[src/hw/dbg_trig_pkg.sv]
// Debug trigger package with register layout, trigger encodings and core-side structs
`default_nettype none

package dbg_trig_pkg;

  ////////////////////////////////////////
  // Vector types
  ////////////////////////////////////////

  typedef logic [31:0] xlen_t;      // Data, address or CSR value
  typedef logic [10:0] cause_t;     // Exception cause in WB
  typedef logic [3:0]  apb_addr_t;  // APB register offset

  typedef enum logic [1:0] {
    PRIV_U = 2'd0,
    PRIV_M = 2'd3
  } priv_lvl_e;

  typedef enum logic [3:0] {
    TTYPE_ETRIGGER  = 4'd5,   // Exception trigger
    TTYPE_MCONTROL6 = 4'd6,   // Address/data trigger
    TTYPE_DISABLED  = 4'd15
  } ttype_e;

  typedef enum logic [3:0] {
    MATCH_EQ = 4'd0,
    MATCH_GE = 4'd2,
    MATCH_LT = 4'd3
  } match_mode_e;

  // Register map
  localparam apb_addr_t REG_TSELECT = 4'h0;
  localparam apb_addr_t REG_TDATA1  = 4'h4;
  localparam apb_addr_t REG_TDATA2  = 4'h8;
  localparam apb_addr_t REG_TINFO   = 4'hC;

  ////////////////////////////////////////
  // tdata1 layout
  ////////////////////////////////////////

  localparam int unsigned TDATA1_TYPE_HI = 31;
  localparam int unsigned TDATA1_TYPE_LO = 28;
  localparam int unsigned TDATA1_DMODE   = 27;  // Debug-mode-only access

  localparam int unsigned MC6_ACTION_HI = 15;
  localparam int unsigned MC6_ACTION_LO = 12;
  localparam int unsigned MC6_MATCH_HI  = 10;
  localparam int unsigned MC6_MATCH_LO  = 7;
  localparam int unsigned MC6_M         = 6;
  localparam int unsigned MC6_EXECUTE   = 2;
  localparam int unsigned MC6_STORE     = 1;
  localparam int unsigned MC6_LOAD      = 0;

  localparam int unsigned ETRIG_M         = 9;
  localparam int unsigned ETRIG_ACTION_HI = 5;
  localparam int unsigned ETRIG_ACTION_LO = 0;

  localparam logic [3:0] MC6_ACTION_DEBUG   = 4'h1;  // Enter debug mode on hit
  localparam logic [5:0] ETRIG_ACTION_DEBUG = 6'h01;

  localparam xlen_t TDATA1_DISABLED_VAL = 32'hF800_0000;  // Type 15 with dmode
  localparam xlen_t ETRIG_TDATA2_MASK   = 32'h0000_08AF;  // Codes 0,1,2,3,5,7,11
  localparam xlen_t TINFO_VAL           = 32'h0000_8060;  // Types 5, 6 and 15

  ////////////////////////////////////////
  // Bus and pipeline structs
  ////////////////////////////////////////

  typedef struct packed {
    logic      psel;
    logic      penable;
    logic      pwrite;
    apb_addr_t paddr;
    xlen_t     pwdata;
  } apb_req_t;

  typedef struct packed {
    xlen_t prdata;
    logic  pready;
    logic  pslverr;
  } apb_rsp_t;

  typedef struct packed {
    xlen_t     pc;
    logic      ptr;    // Table pointer fetch, never matched
    priv_lvl_e priv;
  } if_fetch_t;

  typedef struct packed {
    logic       valid;
    xlen_t      addr;
    logic       we;
    logic [3:0] be;
    priv_lvl_e  priv;
  } lsu_req_t;

  typedef struct packed {
    logic      exception;
    cause_t    cause;
    priv_lvl_e priv;
  } wb_exc_t;

endpackage

`default_nettype wire
[src/hw/dbg_trig_unit.sv]
// Debug trigger unit top joining the APB register file and the trigger match bank
`default_nettype none

module dbg_trig_unit #(
  parameter int unsigned NUM_TRIGGERS = 2  // At least one trigger
) (
  input  logic                    clk,
  input  logic                    rst_n_i,
  // APB slave
  input  dbg_trig_pkg::apb_req_t  apb_req_i,
  output dbg_trig_pkg::apb_rsp_t  apb_rsp_o,
  // Core pipeline
  input  dbg_trig_pkg::if_fetch_t if_fetch_i,
  input  dbg_trig_pkg::lsu_req_t  lsu_req_i,
  input  dbg_trig_pkg::wb_exc_t   wb_exc_i,
  input  logic                    debug_mode_i,
  // Trigger hits
  output logic                    match_if_o,
  output logic                    match_ex_o,
  output logic                    etrigger_wb_o
);

  import dbg_trig_pkg::*;

  // Per-trigger register state
  xlen_t tdata1 [NUM_TRIGGERS];
  xlen_t tdata2 [NUM_TRIGGERS];

  dbg_trig_regs #(
    .NUM_TRIGGERS (NUM_TRIGGERS)
  ) u_regs (
    .clk       (clk),
    .rst_n_i   (rst_n_i),
    .apb_req_i (apb_req_i),
    .apb_rsp_o (apb_rsp_o),
    .tdata1_o  (tdata1),
    .tdata2_o  (tdata2)
  );

  // Purely combinational, new register values count from the next cycle
  dbg_trig_match_bank #(
    .NUM_TRIGGERS (NUM_TRIGGERS)
  ) u_match_bank (
    .tdata1_i      (tdata1),
    .tdata2_i      (tdata2),
    .if_fetch_i    (if_fetch_i),
    .lsu_req_i     (lsu_req_i),
    .wb_exc_i      (wb_exc_i),
    .debug_mode_i  (debug_mode_i),
    .match_if_o    (match_if_o),
    .match_ex_o    (match_ex_o),
    .etrigger_wb_o (etrigger_wb_o)
  );

endmodule

`default_nettype wire

[src/hw/dbg_trig_regs.sv]
// Trigger register file behind an APB slave, with tselect/tdata1/tdata2 WARL handling
`default_nettype none

module dbg_trig_regs #(
  parameter int unsigned NUM_TRIGGERS = 2
) (
  input  logic                   clk,
  input  logic                   rst_n_i,
  input  dbg_trig_pkg::apb_req_t apb_req_i,
  output dbg_trig_pkg::apb_rsp_t apb_rsp_o,
  output dbg_trig_pkg::xlen_t    tdata1_o [NUM_TRIGGERS],
  output dbg_trig_pkg::xlen_t    tdata2_o [NUM_TRIGGERS]
);

  import dbg_trig_pkg::*;

  // Legal mcontrol6 value from raw write data
  function automatic xlen_t mc6_resolve(xlen_t wdata);
    xlen_t      val;
    logic [3:0] match_f;
    val     = '0;
    match_f = wdata[MC6_MATCH_HI:MC6_MATCH_LO];
    val[TDATA1_TYPE_HI:TDATA1_TYPE_LO] = TTYPE_MCONTROL6;
    val[TDATA1_DMODE]                  = 1'b1;
    val[MC6_ACTION_HI:MC6_ACTION_LO]   = MC6_ACTION_DEBUG;
    // Only GE and LT survive, anything else falls back to EQ
    if ((match_f == MATCH_GE) || (match_f == MATCH_LT)) begin
      val[MC6_MATCH_HI:MC6_MATCH_LO] = match_f;
    end
    val[MC6_M]       = wdata[MC6_M];
    val[MC6_EXECUTE] = wdata[MC6_EXECUTE];
    val[MC6_STORE]   = wdata[MC6_STORE];
    val[MC6_LOAD]    = wdata[MC6_LOAD];
    return val;  // U, S, chain, size, timing stay zero
  endfunction

  // Legal etrigger value from raw write data
  function automatic xlen_t etrig_resolve(xlen_t wdata);
    xlen_t val;
    val = '0;
    val[TDATA1_TYPE_HI:TDATA1_TYPE_LO]   = TTYPE_ETRIGGER;
    val[TDATA1_DMODE]                    = 1'b1;
    val[ETRIG_M]                         = wdata[ETRIG_M];
    val[ETRIG_ACTION_HI:ETRIG_ACTION_LO] = ETRIG_ACTION_DEBUG;
    return val;
  endfunction

  logic       apb_access;  // Access phase of a transfer
  logic       apb_write;
  logic       addr_valid;  // Offset hits one of the four registers
  logic       tselect_we;
  logic       tdata1_we;
  logic       tdata2_we;
  logic [3:0] wr_type;     // Type field of the write data
  logic [3:0] sel_type;    // Type of the selected trigger
  xlen_t      tselect_q;
  xlen_t      tselect_n;
  xlen_t      tdata1_q [NUM_TRIGGERS];
  xlen_t      tdata2_q [NUM_TRIGGERS];
  xlen_t      sel_tdata1;
  xlen_t      sel_tdata2;
  xlen_t      tdata1_n;
  xlen_t      tdata2_n;
  xlen_t      rdata;

  ////////////////////////////////////////
  // APB decode
  ////////////////////////////////////////

  assign apb_access = apb_req_i.psel && apb_req_i.penable;
  assign apb_write  = apb_access && apb_req_i.pwrite;

  // Writes only land on a legal offset, TINFO is silently read-only
  assign tselect_we = apb_write && (apb_req_i.paddr == REG_TSELECT);
  assign tdata1_we  = apb_write && (apb_req_i.paddr == REG_TDATA1);
  assign tdata2_we  = apb_write && (apb_req_i.paddr == REG_TDATA2);

  // Selected trigger view
  always_comb begin
    sel_tdata1 = tdata1_q[0];
    sel_tdata2 = tdata2_q[0];
    for (int unsigned i = 0; i < NUM_TRIGGERS; i++) begin
      if (tselect_q == xlen_t'(i)) begin
        sel_tdata1 = tdata1_q[i];
        sel_tdata2 = tdata2_q[i];
      end
    end
  end

  ////////////////////////////////////////
  // WARL resolution
  ////////////////////////////////////////

  // tselect only takes implemented indices
  assign tselect_n = (apb_req_i.pwdata < NUM_TRIGGERS) ? apb_req_i.pwdata : tselect_q;

  assign wr_type  = apb_req_i.pwdata[TDATA1_TYPE_HI:TDATA1_TYPE_LO];
  assign sel_type = sel_tdata1[TDATA1_TYPE_HI:TDATA1_TYPE_LO];

  always_comb begin
    tdata1_n = sel_tdata1;  // Unknown types keep the old value
    if ((apb_req_i.pwdata == '0) || (wr_type == TTYPE_DISABLED)) begin
      tdata1_n = TDATA1_DISABLED_VAL;
    end else if (wr_type == TTYPE_MCONTROL6) begin
      tdata1_n = mc6_resolve(apb_req_i.pwdata);
    end else if (wr_type == TTYPE_ETRIGGER) begin
      // Refused while tdata2 holds unimplemented exception codes
      if (!(|(sel_tdata2 & ~ETRIG_TDATA2_MASK))) begin
        tdata1_n = etrig_resolve(apb_req_i.pwdata);
      end
    end
  end

  // Exception triggers only hold implemented codes
  assign tdata2_n = (sel_type == TTYPE_ETRIGGER) ? (apb_req_i.pwdata & ETRIG_TDATA2_MASK) :
                                                   apb_req_i.pwdata;

  ////////////////////////////////////////
  // State
  ////////////////////////////////////////

  always_ff @(posedge clk or negedge rst_n_i) begin
    if (!rst_n_i) begin
      tselect_q <= '0;
    end else if (tselect_we) begin
      tselect_q <= tselect_n;
    end
  end

  for (genvar i = 0; i < NUM_TRIGGERS; i++) begin : gen_trig_regs
    always_ff @(posedge clk or negedge rst_n_i) begin
      if (!rst_n_i) begin
        tdata1_q[i] <= TDATA1_DISABLED_VAL;
        tdata2_q[i] <= '0;
      end else if (tselect_q == xlen_t'(i)) begin  // Only the selected trigger updates
        if (tdata1_we) begin
          tdata1_q[i] <= tdata1_n;
        end
        if (tdata2_we) begin
          tdata2_q[i] <= tdata2_n;
        end
      end
    end

    assign tdata1_o[i] = tdata1_q[i];
    assign tdata2_o[i] = tdata2_q[i];
  end

  ////////////////////////////////////////
  // Read path
  ////////////////////////////////////////

  always_comb begin
    addr_valid = 1'b1;
    case (apb_req_i.paddr)
      REG_TSELECT: rdata = tselect_q;
      REG_TDATA1:  rdata = sel_tdata1;
      REG_TDATA2:  rdata = sel_tdata2;
      REG_TINFO:   rdata = TINFO_VAL;
      default: begin
        rdata      = '0;
        addr_valid = 1'b0;  // Hole in the map
      end
    endcase
  end

  assign apb_rsp_o.prdata  = apb_access ? rdata : '0;  // Only driven in access phase
  assign apb_rsp_o.pready  = 1'b1;                     // Zero wait states
  assign apb_rsp_o.pslverr = apb_access && !addr_valid;

endmodule

`default_nettype wire

[src/hw/dbg_trig_match_bank.sv]
// Match bank deriving the load/store byte span and combining all trigger comparators
`default_nettype none

module dbg_trig_match_bank #(
  parameter int unsigned NUM_TRIGGERS = 2
) (
  input  dbg_trig_pkg::xlen_t     tdata1_i [NUM_TRIGGERS],
  input  dbg_trig_pkg::xlen_t     tdata2_i [NUM_TRIGGERS],
  input  dbg_trig_pkg::if_fetch_t if_fetch_i,
  input  dbg_trig_pkg::lsu_req_t  lsu_req_i,
  input  dbg_trig_pkg::wb_exc_t   wb_exc_i,
  input  logic                    debug_mode_i,
  output logic                    match_if_o,     // Fetch address hit
  output logic                    match_ex_o,     // Load/store address hit
  output logic                    etrigger_wb_o   // Exception cause hit
);

  import dbg_trig_pkg::*;

  logic [1:0]              low_lsb;   // Lowest enabled byte index
  logic [1:0]              high_lsb;  // Highest enabled byte index
  xlen_t                   addr_low;
  xlen_t                   addr_high;
  logic [NUM_TRIGGERS-1:0] hit_if;
  logic [NUM_TRIGGERS-1:0] hit_ex;
  logic [NUM_TRIGGERS-1:0] hit_wb;

  // Byte span from the enables, shared by all comparators
  always_comb begin
    low_lsb  = 2'd0;
    high_lsb = 2'd0;
    for (int b = 0; b < 4; b++) begin
      if (lsu_req_i.be[b]) high_lsb = 2'(b);  // Last set bit wins
    end
    for (int b = 3; b >= 0; b--) begin
      if (lsu_req_i.be[b]) low_lsb = 2'(b);   // First set bit wins
    end
  end

  assign addr_low  = {lsu_req_i.addr[31:2], low_lsb};
  assign addr_high = {lsu_req_i.addr[31:2], high_lsb};

  // One comparator per trigger
  for (genvar i = 0; i < NUM_TRIGGERS; i++) begin : gen_cmp
    dbg_trig_comparator u_cmp (
      .tdata1_i        (tdata1_i[i]),
      .tdata2_i        (tdata2_i[i]),
      .if_fetch_i      (if_fetch_i),
      .lsu_req_i       (lsu_req_i),
      .lsu_addr_low_i  (addr_low),
      .lsu_addr_high_i (addr_high),
      .wb_exc_i        (wb_exc_i),
      .debug_mode_i    (debug_mode_i),
      .hit_if_o        (hit_if[i]),
      .hit_ex_o        (hit_ex[i]),
      .hit_wb_o        (hit_wb[i])
    );
  end

  assign match_if_o    = |hit_if;
  assign match_ex_o    = |hit_ex;
  assign etrigger_wb_o = |hit_wb;

endmodule

`default_nettype wire

[src/hw/dbg_trig_comparator.sv]
// Single trigger comparator producing IF, EX and WB hits from one tdata1/tdata2 pair
`default_nettype none

module dbg_trig_comparator (
  input  dbg_trig_pkg::xlen_t     tdata1_i,
  input  dbg_trig_pkg::xlen_t     tdata2_i,
  input  dbg_trig_pkg::if_fetch_t if_fetch_i,
  input  dbg_trig_pkg::lsu_req_t  lsu_req_i,
  input  dbg_trig_pkg::xlen_t     lsu_addr_low_i,   // Lowest accessed byte
  input  dbg_trig_pkg::xlen_t     lsu_addr_high_i,  // Highest accessed byte
  input  dbg_trig_pkg::wb_exc_t   wb_exc_i,
  input  logic                    debug_mode_i,
  output logic                    hit_if_o,
  output logic                    hit_ex_o,
  output logic                    hit_wb_o
);

  import dbg_trig_pkg::*;

  logic [3:0]  trig_type;
  match_mode_e match_mode;
  logic        is_mc6;
  logic        is_etrig;
  logic        priv_if_en;   // M bit set and fetch in M mode
  logic        priv_ex_en;
  logic        priv_wb_en;
  logic        if_addr_hit;
  logic        ex_addr_hit;
  logic        ex_kind_en;   // Load or store selected for this access
  logic [3:0]  byte_hit;     // Enabled bytes matching tdata2[1:0]
  logic        cause_hit;

  ////////////////////////////////////////
  // Decode
  ////////////////////////////////////////

  assign trig_type  = tdata1_i[TDATA1_TYPE_HI:TDATA1_TYPE_LO];
  assign match_mode = match_mode_e'(tdata1_i[MC6_MATCH_HI:MC6_MATCH_LO]);
  assign is_mc6     = (trig_type == TTYPE_MCONTROL6);
  assign is_etrig   = (trig_type == TTYPE_ETRIGGER);

  // U bits are hardwired to zero, so only M mode can match
  assign priv_if_en = tdata1_i[MC6_M]   && (if_fetch_i.priv == PRIV_M);
  assign priv_ex_en = tdata1_i[MC6_M]   && (lsu_req_i.priv == PRIV_M);
  assign priv_wb_en = tdata1_i[ETRIG_M] && (wb_exc_i.priv == PRIV_M);

  ////////////////////////////////////////
  // Instruction fetch match
  ////////////////////////////////////////

  always_comb begin
    case (match_mode)
      MATCH_EQ: if_addr_hit = (if_fetch_i.pc == tdata2_i);
      MATCH_GE: if_addr_hit = (if_fetch_i.pc >= tdata2_i);
      default:  if_addr_hit = (if_fetch_i.pc <  tdata2_i);  // MATCH_LT
    endcase
  end

  assign hit_if_o = is_mc6 && tdata1_i[MC6_EXECUTE] && priv_if_en &&
                    !debug_mode_i && !if_fetch_i.ptr && if_addr_hit;

  ////////////////////////////////////////
  // Load/store match
  ////////////////////////////////////////

  always_comb begin
    for (int b = 0; b < 4; b++) begin
      byte_hit[b] = lsu_req_i.be[b] && (tdata2_i[1:0] == 2'(b));
    end
  end

  // GE looks at the top byte, LT at the bottom byte of the access
  always_comb begin
    case (match_mode)
      MATCH_EQ: ex_addr_hit = (lsu_req_i.addr[31:2] == tdata2_i[31:2]) && (|byte_hit);
      MATCH_GE: ex_addr_hit = (lsu_addr_high_i >= tdata2_i);
      default:  ex_addr_hit = (lsu_addr_low_i  <  tdata2_i);
    endcase
  end

  assign ex_kind_en = lsu_req_i.valid &&
                      ((tdata1_i[MC6_LOAD]  && !lsu_req_i.we) ||
                       (tdata1_i[MC6_STORE] &&  lsu_req_i.we));

  assign hit_ex_o = is_mc6 && ex_kind_en && priv_ex_en && !debug_mode_i && ex_addr_hit;

  ////////////////////////////////////////
  // Exception trigger
  ////////////////////////////////////////

  // tdata2 is a bitmap over the low 32 cause codes
  assign cause_hit = (wb_exc_i.cause < cause_t'(32)) && tdata2_i[wb_exc_i.cause[4:0]];

  assign hit_wb_o = is_etrig && wb_exc_i.exception && cause_hit &&
                    priv_wb_en && !debug_mode_i;

endmodule

`default_nettype wire

[config.mk]
export PLATFORM = sky130hd
export DESIGN_NAME = dbg_trig_unit
export DESIGN_NICKNAME = d
export VERILOG_FILES = /design/src/hw/dbg_trig_pkg.sv /design/src/hw/dbg_trig_unit.sv /design/src/hw/dbg_trig_regs.sv /design/src/hw/dbg_trig_match_bank.sv /design/src/hw/dbg_trig_comparator.sv
export SDC_FILE = /design/constraint.sdc
export NUM_CORES = 1
export LEC_CHECK = 0
export ABC_AREA = 1
export ABC_CLOCK_PERIOD_IN_PS = 5210
export BUFFER_PORTS_ARGS = -buffer_cell sky130_fd_sc_hd__clkbuf_2
export CAP_MARGIN = 5
export CORE_ASPECT_RATIO = 1.4
export CORE_MARGIN = 2
export CORE_UTILIZATION = 55
export CTS_CLUSTER_SIZE = 40
export DETAILED_ROUTE_END_ITERATION = 12
export GPL_TIMING_DRIVEN = 0
export PLACE_DENSITY = 0.83
export SLEW_MARGIN = 15
export SYNTH_ARGS = -nofsm -noshare
export SYNTH_HDL_FRONTEND = slang
export SYNTH_HIERARCHICAL = 1
export SYNTH_SLANG_ARGS = --single-unit
[constraint.sdc]
create_clock -name clk -period 5.21 [get_ports clk]
set_clock_uncertainty 0.1 [all_clocks]
set_input_delay 0.521 -clock clk [delete_from_list [all_inputs] [get_ports clk]]
set_output_delay 0.521 -clock clk [all_outputs]
set_load 0.05 [all_outputs]
Word level (Yosys, flattened, before mapping):

Index checks and enable logic that the tools add are counted.

* bits in registers: 160
* input port bits: 131
* word-level logic and storage cells: 154

* $lt $le $gt $ge: 11
* equal/unequal tests: 29
* muxes and demuxes: 26
* reductions and logical operators: 83

Operators with widths (number)
* 2-to-1 mux 32 bit: 8
* greater-or-equal comparator 32 bit: 4
* < comparator 32 bit: 4
* one-hot mux 32 bit (4 select lines): 1
* equality test 32 bit: 2
* zero test 32 bit: 2
* equality test 30 bit: 2
* logical AND 1 bit: 56
* equality test 32 x 1 -> 1 bit, second input constant: 1
* equality test 4 x 3 -> 1 bit, second input constant: 8
* < comparator 32 x 2 -> 1 bit, second input constant: 1
* OR reduction 25 bit: 1
* equality test 4 x 2 -> 1 bit, second input constant: 4
* equality test 2 bit, second input constant: 7
* equality test 4 bit, second input constant: 3
* zero test 4 bit: 3
* 2-to-1 mux 2 bit: 6
* OR reduction 4 bit: 3
* < comparator 11 x 6 -> 1 bit, second input constant: 1
* binary-select mux 1 bit (select 5 bit): 2
* AND reduction 2 bit: 5
* one-hot mux 1 bit (2 select lines): 4
* < comparator 5 x 6 -> 1 bit, second input constant: 1
* OR reduction 2 bit: 3
* 6 further kinds: 17

Longest topological paths before layout:

* word-level depth: 9
* mapped depth: 19
* depth with buffers taken out: 19

Hierarchy:

The synthesis kept the hierarchy.

By module, submodules not included
* dbg_trig_regs: instances 1, cells an instance 1125, area each 8166.6 µm², sequential area each 4016.4 µm²
* dbg_trig_comparator: instances 2, cells an instance 523, area each 3136.8 µm², sequential area each 0.0 µm²
* dbg_trig_match_bank: instances 1, cells an instance 11, area each 63.8 µm², sequential area each 0.0 µm²

Worst setup path after synthesis:

OpenSTA, ideal clock, no wires.

* kind: register -> output
* from: reg u_regs.tselect_q[6]
* to: out apb_rsp_o[7] (netlist bit)
* data arrival time: 2.114 ns
* data required time: 4.589 ns
* slack: 2.475 ns
* stages on the path, launching flop included: 15
* cells stage by stage: dfrtp_1 > inv_1 > nand2_1 > nor2_1 > nand2_1 > nor2_4 > nand2_2 > buf_6 > buf_2 > clkbuf_1 > o21ai_0 > nand2_1 > o2111ai_1 > nand2_1 > inv_1

RTL lines
* from (decl): RTL line dbg_trig_regs.sv:56 `xlen_t tselect_q;`
* from (signal assigned): RTL line dbg_trig_regs.sv:126 `tselect_q <= tselect_n;`
* to (decl): RTL line dbg_trig_unit.sv:11 `output dbg_trig_pkg::apb_rsp_t apb_rsp_o,`

==> impl_metrics.ini <==
[pwr]
leakage_nw = 8.35
pwr_density_cell_mw_per_mm2 = 182
power_mw = 2.97
max-vdd-ir-drop_v = 0.000241

[finish]
multiInputGateArea_mm2 = 0.00908
area_growth_pct = 12.8
nFillCells = 2469
nets = 2687
fin_util = 0.629
fin_cells = 2704
drive_gt1_frac = 0.109
ff_latch_area_mm2 = 0.00402

[critical_path]
crit_required_ns = 4.59
r2r_setup_slack_ns = 2.15
reg2reg_from = u_regs/tselect_q[4]
critPathMaxFanout = 10
path_class = reg2out
cp.arrival_ns = 3.47
cp-start-kind = flop
cp-end-kind = primary output
r2r_cells = 13
timing.rr.end = u_regs/tdata1_o[0]

[synth]
yosysWarnings = 6
synth-seq-cells = 160
yosys.area.top_type = dfrtp_1
async_flop_share = 1.00
syn_inst = 2182
synth_common_cells = nand2_1, inv_1, nor2_1
syn_avg_cell_area_um2 = 6.65
synth_most_common_cell = nand2_1
seq_area_frac_synth = 0.277
synth_nets = 2503
synth_ff_type = dfrtp_1
synth_top_area_share = 0.259
synth-edff-count = 0
synthTopCellsByArea = dfrtp_1, nand2_1, ha_1, inv_1, o21ai_0
synth_cell_types = 41
syn_area_mm2 = 0.0145

[drt]
wirelength_um = 50500
routedWlPerCell_um = 18.7
drtAntennaViolNets = 0
vias_per_cell = 5.84
drtPass1Iterations = 9
drt_iter0_drc = 1606
vias = 15791
remaining_drc_errors = 0

[clock_tree]
cts_tree = yes
clock_sinks = 160
postCtsSetupBuffers = 0
max-clock-path-buffers = 2
insertion_delay_ns = 0.43
root_buffer = clkbuf_16
cts_made_buffers = 17
cts_hold_buf = 0
cts_htree_levels = 4
ctsResizeCount = 0
clkTransAtPathRegs_ns = 0.06

[sta]
period_minus_slack_ns = 4.09
hold_viol = 0
max_freq_mhz = 244
rsz0062_at_grt = false
tns_ns = 0
min_period_over_period = 0.786
slew_headroom = 0.240
finalSetupViolations = 0
worst_pin_slew_ns = 1.13
final_max_slew_viol_count = 0

[die]
die_h_um = 196
design.die.area_mm2 = 0.0277
core_area_mm2 = 0.0260
fp-row-count = 70
io_pins = 168
initial_core_util = 0.558
die_w_um = 141

[grt]
grt_pass1_wl_um = 78300
grt_pass1_vias = 15092
overflow = 0
grt_util_all_layers = 0.363
antenna_found_initial = 1
grt_max_degree = 83

[status]
status = finished, final reports clean

[hold_path]
hp-class = in2async

[placed_design]
io_buffers = 164
hpwl_um = 40600
gp_congestion = 0.999
placed_cells = 2671

[flow_run]
max-cap-violations = 0
==> flip-flops by register name, indices dropped and copies added (netlist names) <==
register / count
u_regs/tdata1_o: 64
u_regs/tselect_q: 32
u_regs/tdata2_o: 64
==> layout make-up <==
class | instances | share of cell area
Antenna cell | 1 | 0.000153
Buffer | 65 | 0.0199
Clock buffer | 22 | 0.0296
Clock inverter | 10 | 0.00673
Inverter | 287 | 0.0658
Multi-Input combinational cell | 1670 | 0.555
Sequential cell | 160 | 0.245
Tap cell | 324 | 0.0248
Timing Repair Buffer | 165 | 0.0524
==> worst max-delay path: stages (launching register included) <==
cell      delay [ns]
dfrtp_1         0.36
inv_1           0.14
nand2_1         0.07
nor2_1          0.15
nand2_1         0.16
nor2_4          0.20
nand2_2         0.13
inv_2           0.18
buf_2           0.29
clkbuf_1        0.47
o21ai_0         0.22
o221ai_1        0.27
nand2_1         0.08
inv_1           0.07
clkbuf_2        0.26
==> how the worst max path moves through the flow <==
stage	start	to	cells past startpoint
floorplan	u_regs/tselect_q[6]	apb_rsp_o[7]	14
global placement	rst_n_i	u_regs/tdata2_o[56]	1
detailed placement	u_regs/tselect_q[4]	apb_rsp_o[2]	14
CTS	u_regs/tselect_q[4]	apb_rsp_o[7]	15
global route	u_regs/tselect_q[4]	apb_rsp_o[13]	15
finish	u_regs/tselect_q[4]	apb_rsp_o[5]	14
==> layer usage <==
layer | GRT usage | up-vias | share of wire
met2 | 0.640 | 853 | 0.49
met4 | 0.228 | 0 | 0.071
li1 | - | 7494 | -
met3 | 0.0395 | 212 | 0.068
met1 | 0.417 | 7232 | 0.37
met5 | 0 | - | 0
==> placed cells by master, fill, tap and decap left out, types with 3 or more instances in the layout <==
cell type	instances
o21ai_1	45
buf_2	8
clkbuf_8	5
nand3_1	72
dfrtp_1	150
a21o_1	6
inv_2	9
buf_1	8
dfstp_2	10
nor2_1	207
clkbuf_2	163
o22ai_1	20
o221ai_1	8
buf_4	7
clkinvlp_4	4
buf_6	6
nor4_1	20
o21a_1	12
o21ai_0	158
or2_2	14
nor3_1	14
nand3b_1	12
nand4_1	30
o21bai_1	5
clkinv_2	4
xnor2_1	20
xor2_1	6
a21oi_1	147
or2_1	3
nand2_1	662
ha_1	190
inv_1	277
a31oi_1	3
clkbuf_1	37
o211ai_1	3
clkbuf_16	17
==> kinds of logic (layout without fill, tap and decap cells) <==
kind of cell / after synthesis / after routing / synth area share
adders and majority gates: 190 / 190 / 0.164
xor gates and xnor gates: 26 / 26 / 0.0157
AOI/OAI and AO/OA: 411 / 411 / 0.151
other: 1 / 2 / 0.000259
DFF: 160 / 160 / 0.277
and+or+nand+nor: 1042 / 1042 / 0.295
buffers and inverters: 352 / 549 / 0.0967
==> through the flow <==
stage / setup slack, ns / hold slack (ns) / cell area, um2
final: 1.12 / 0.0107 / 16400
after global routing: 0.953 / 0.0742 / 16400
after CTS: 1.23 / 0.0512 / 16400
after detailed placement: 1.70 / 0.366 / 15800
after global placement: 0.780 / 0.361 / 15700
after floorplan: 2.47 / 0.125 / 14500
==> report_power, final <==
part	internal [mW]	switching, mW
Sequential	1.24	0.0000000000465
Clock	0.753	0.503
Combinational	0.170	0.303
Total	2.17	0.806
Note: power is estimated with default switching activity, not from simulation.
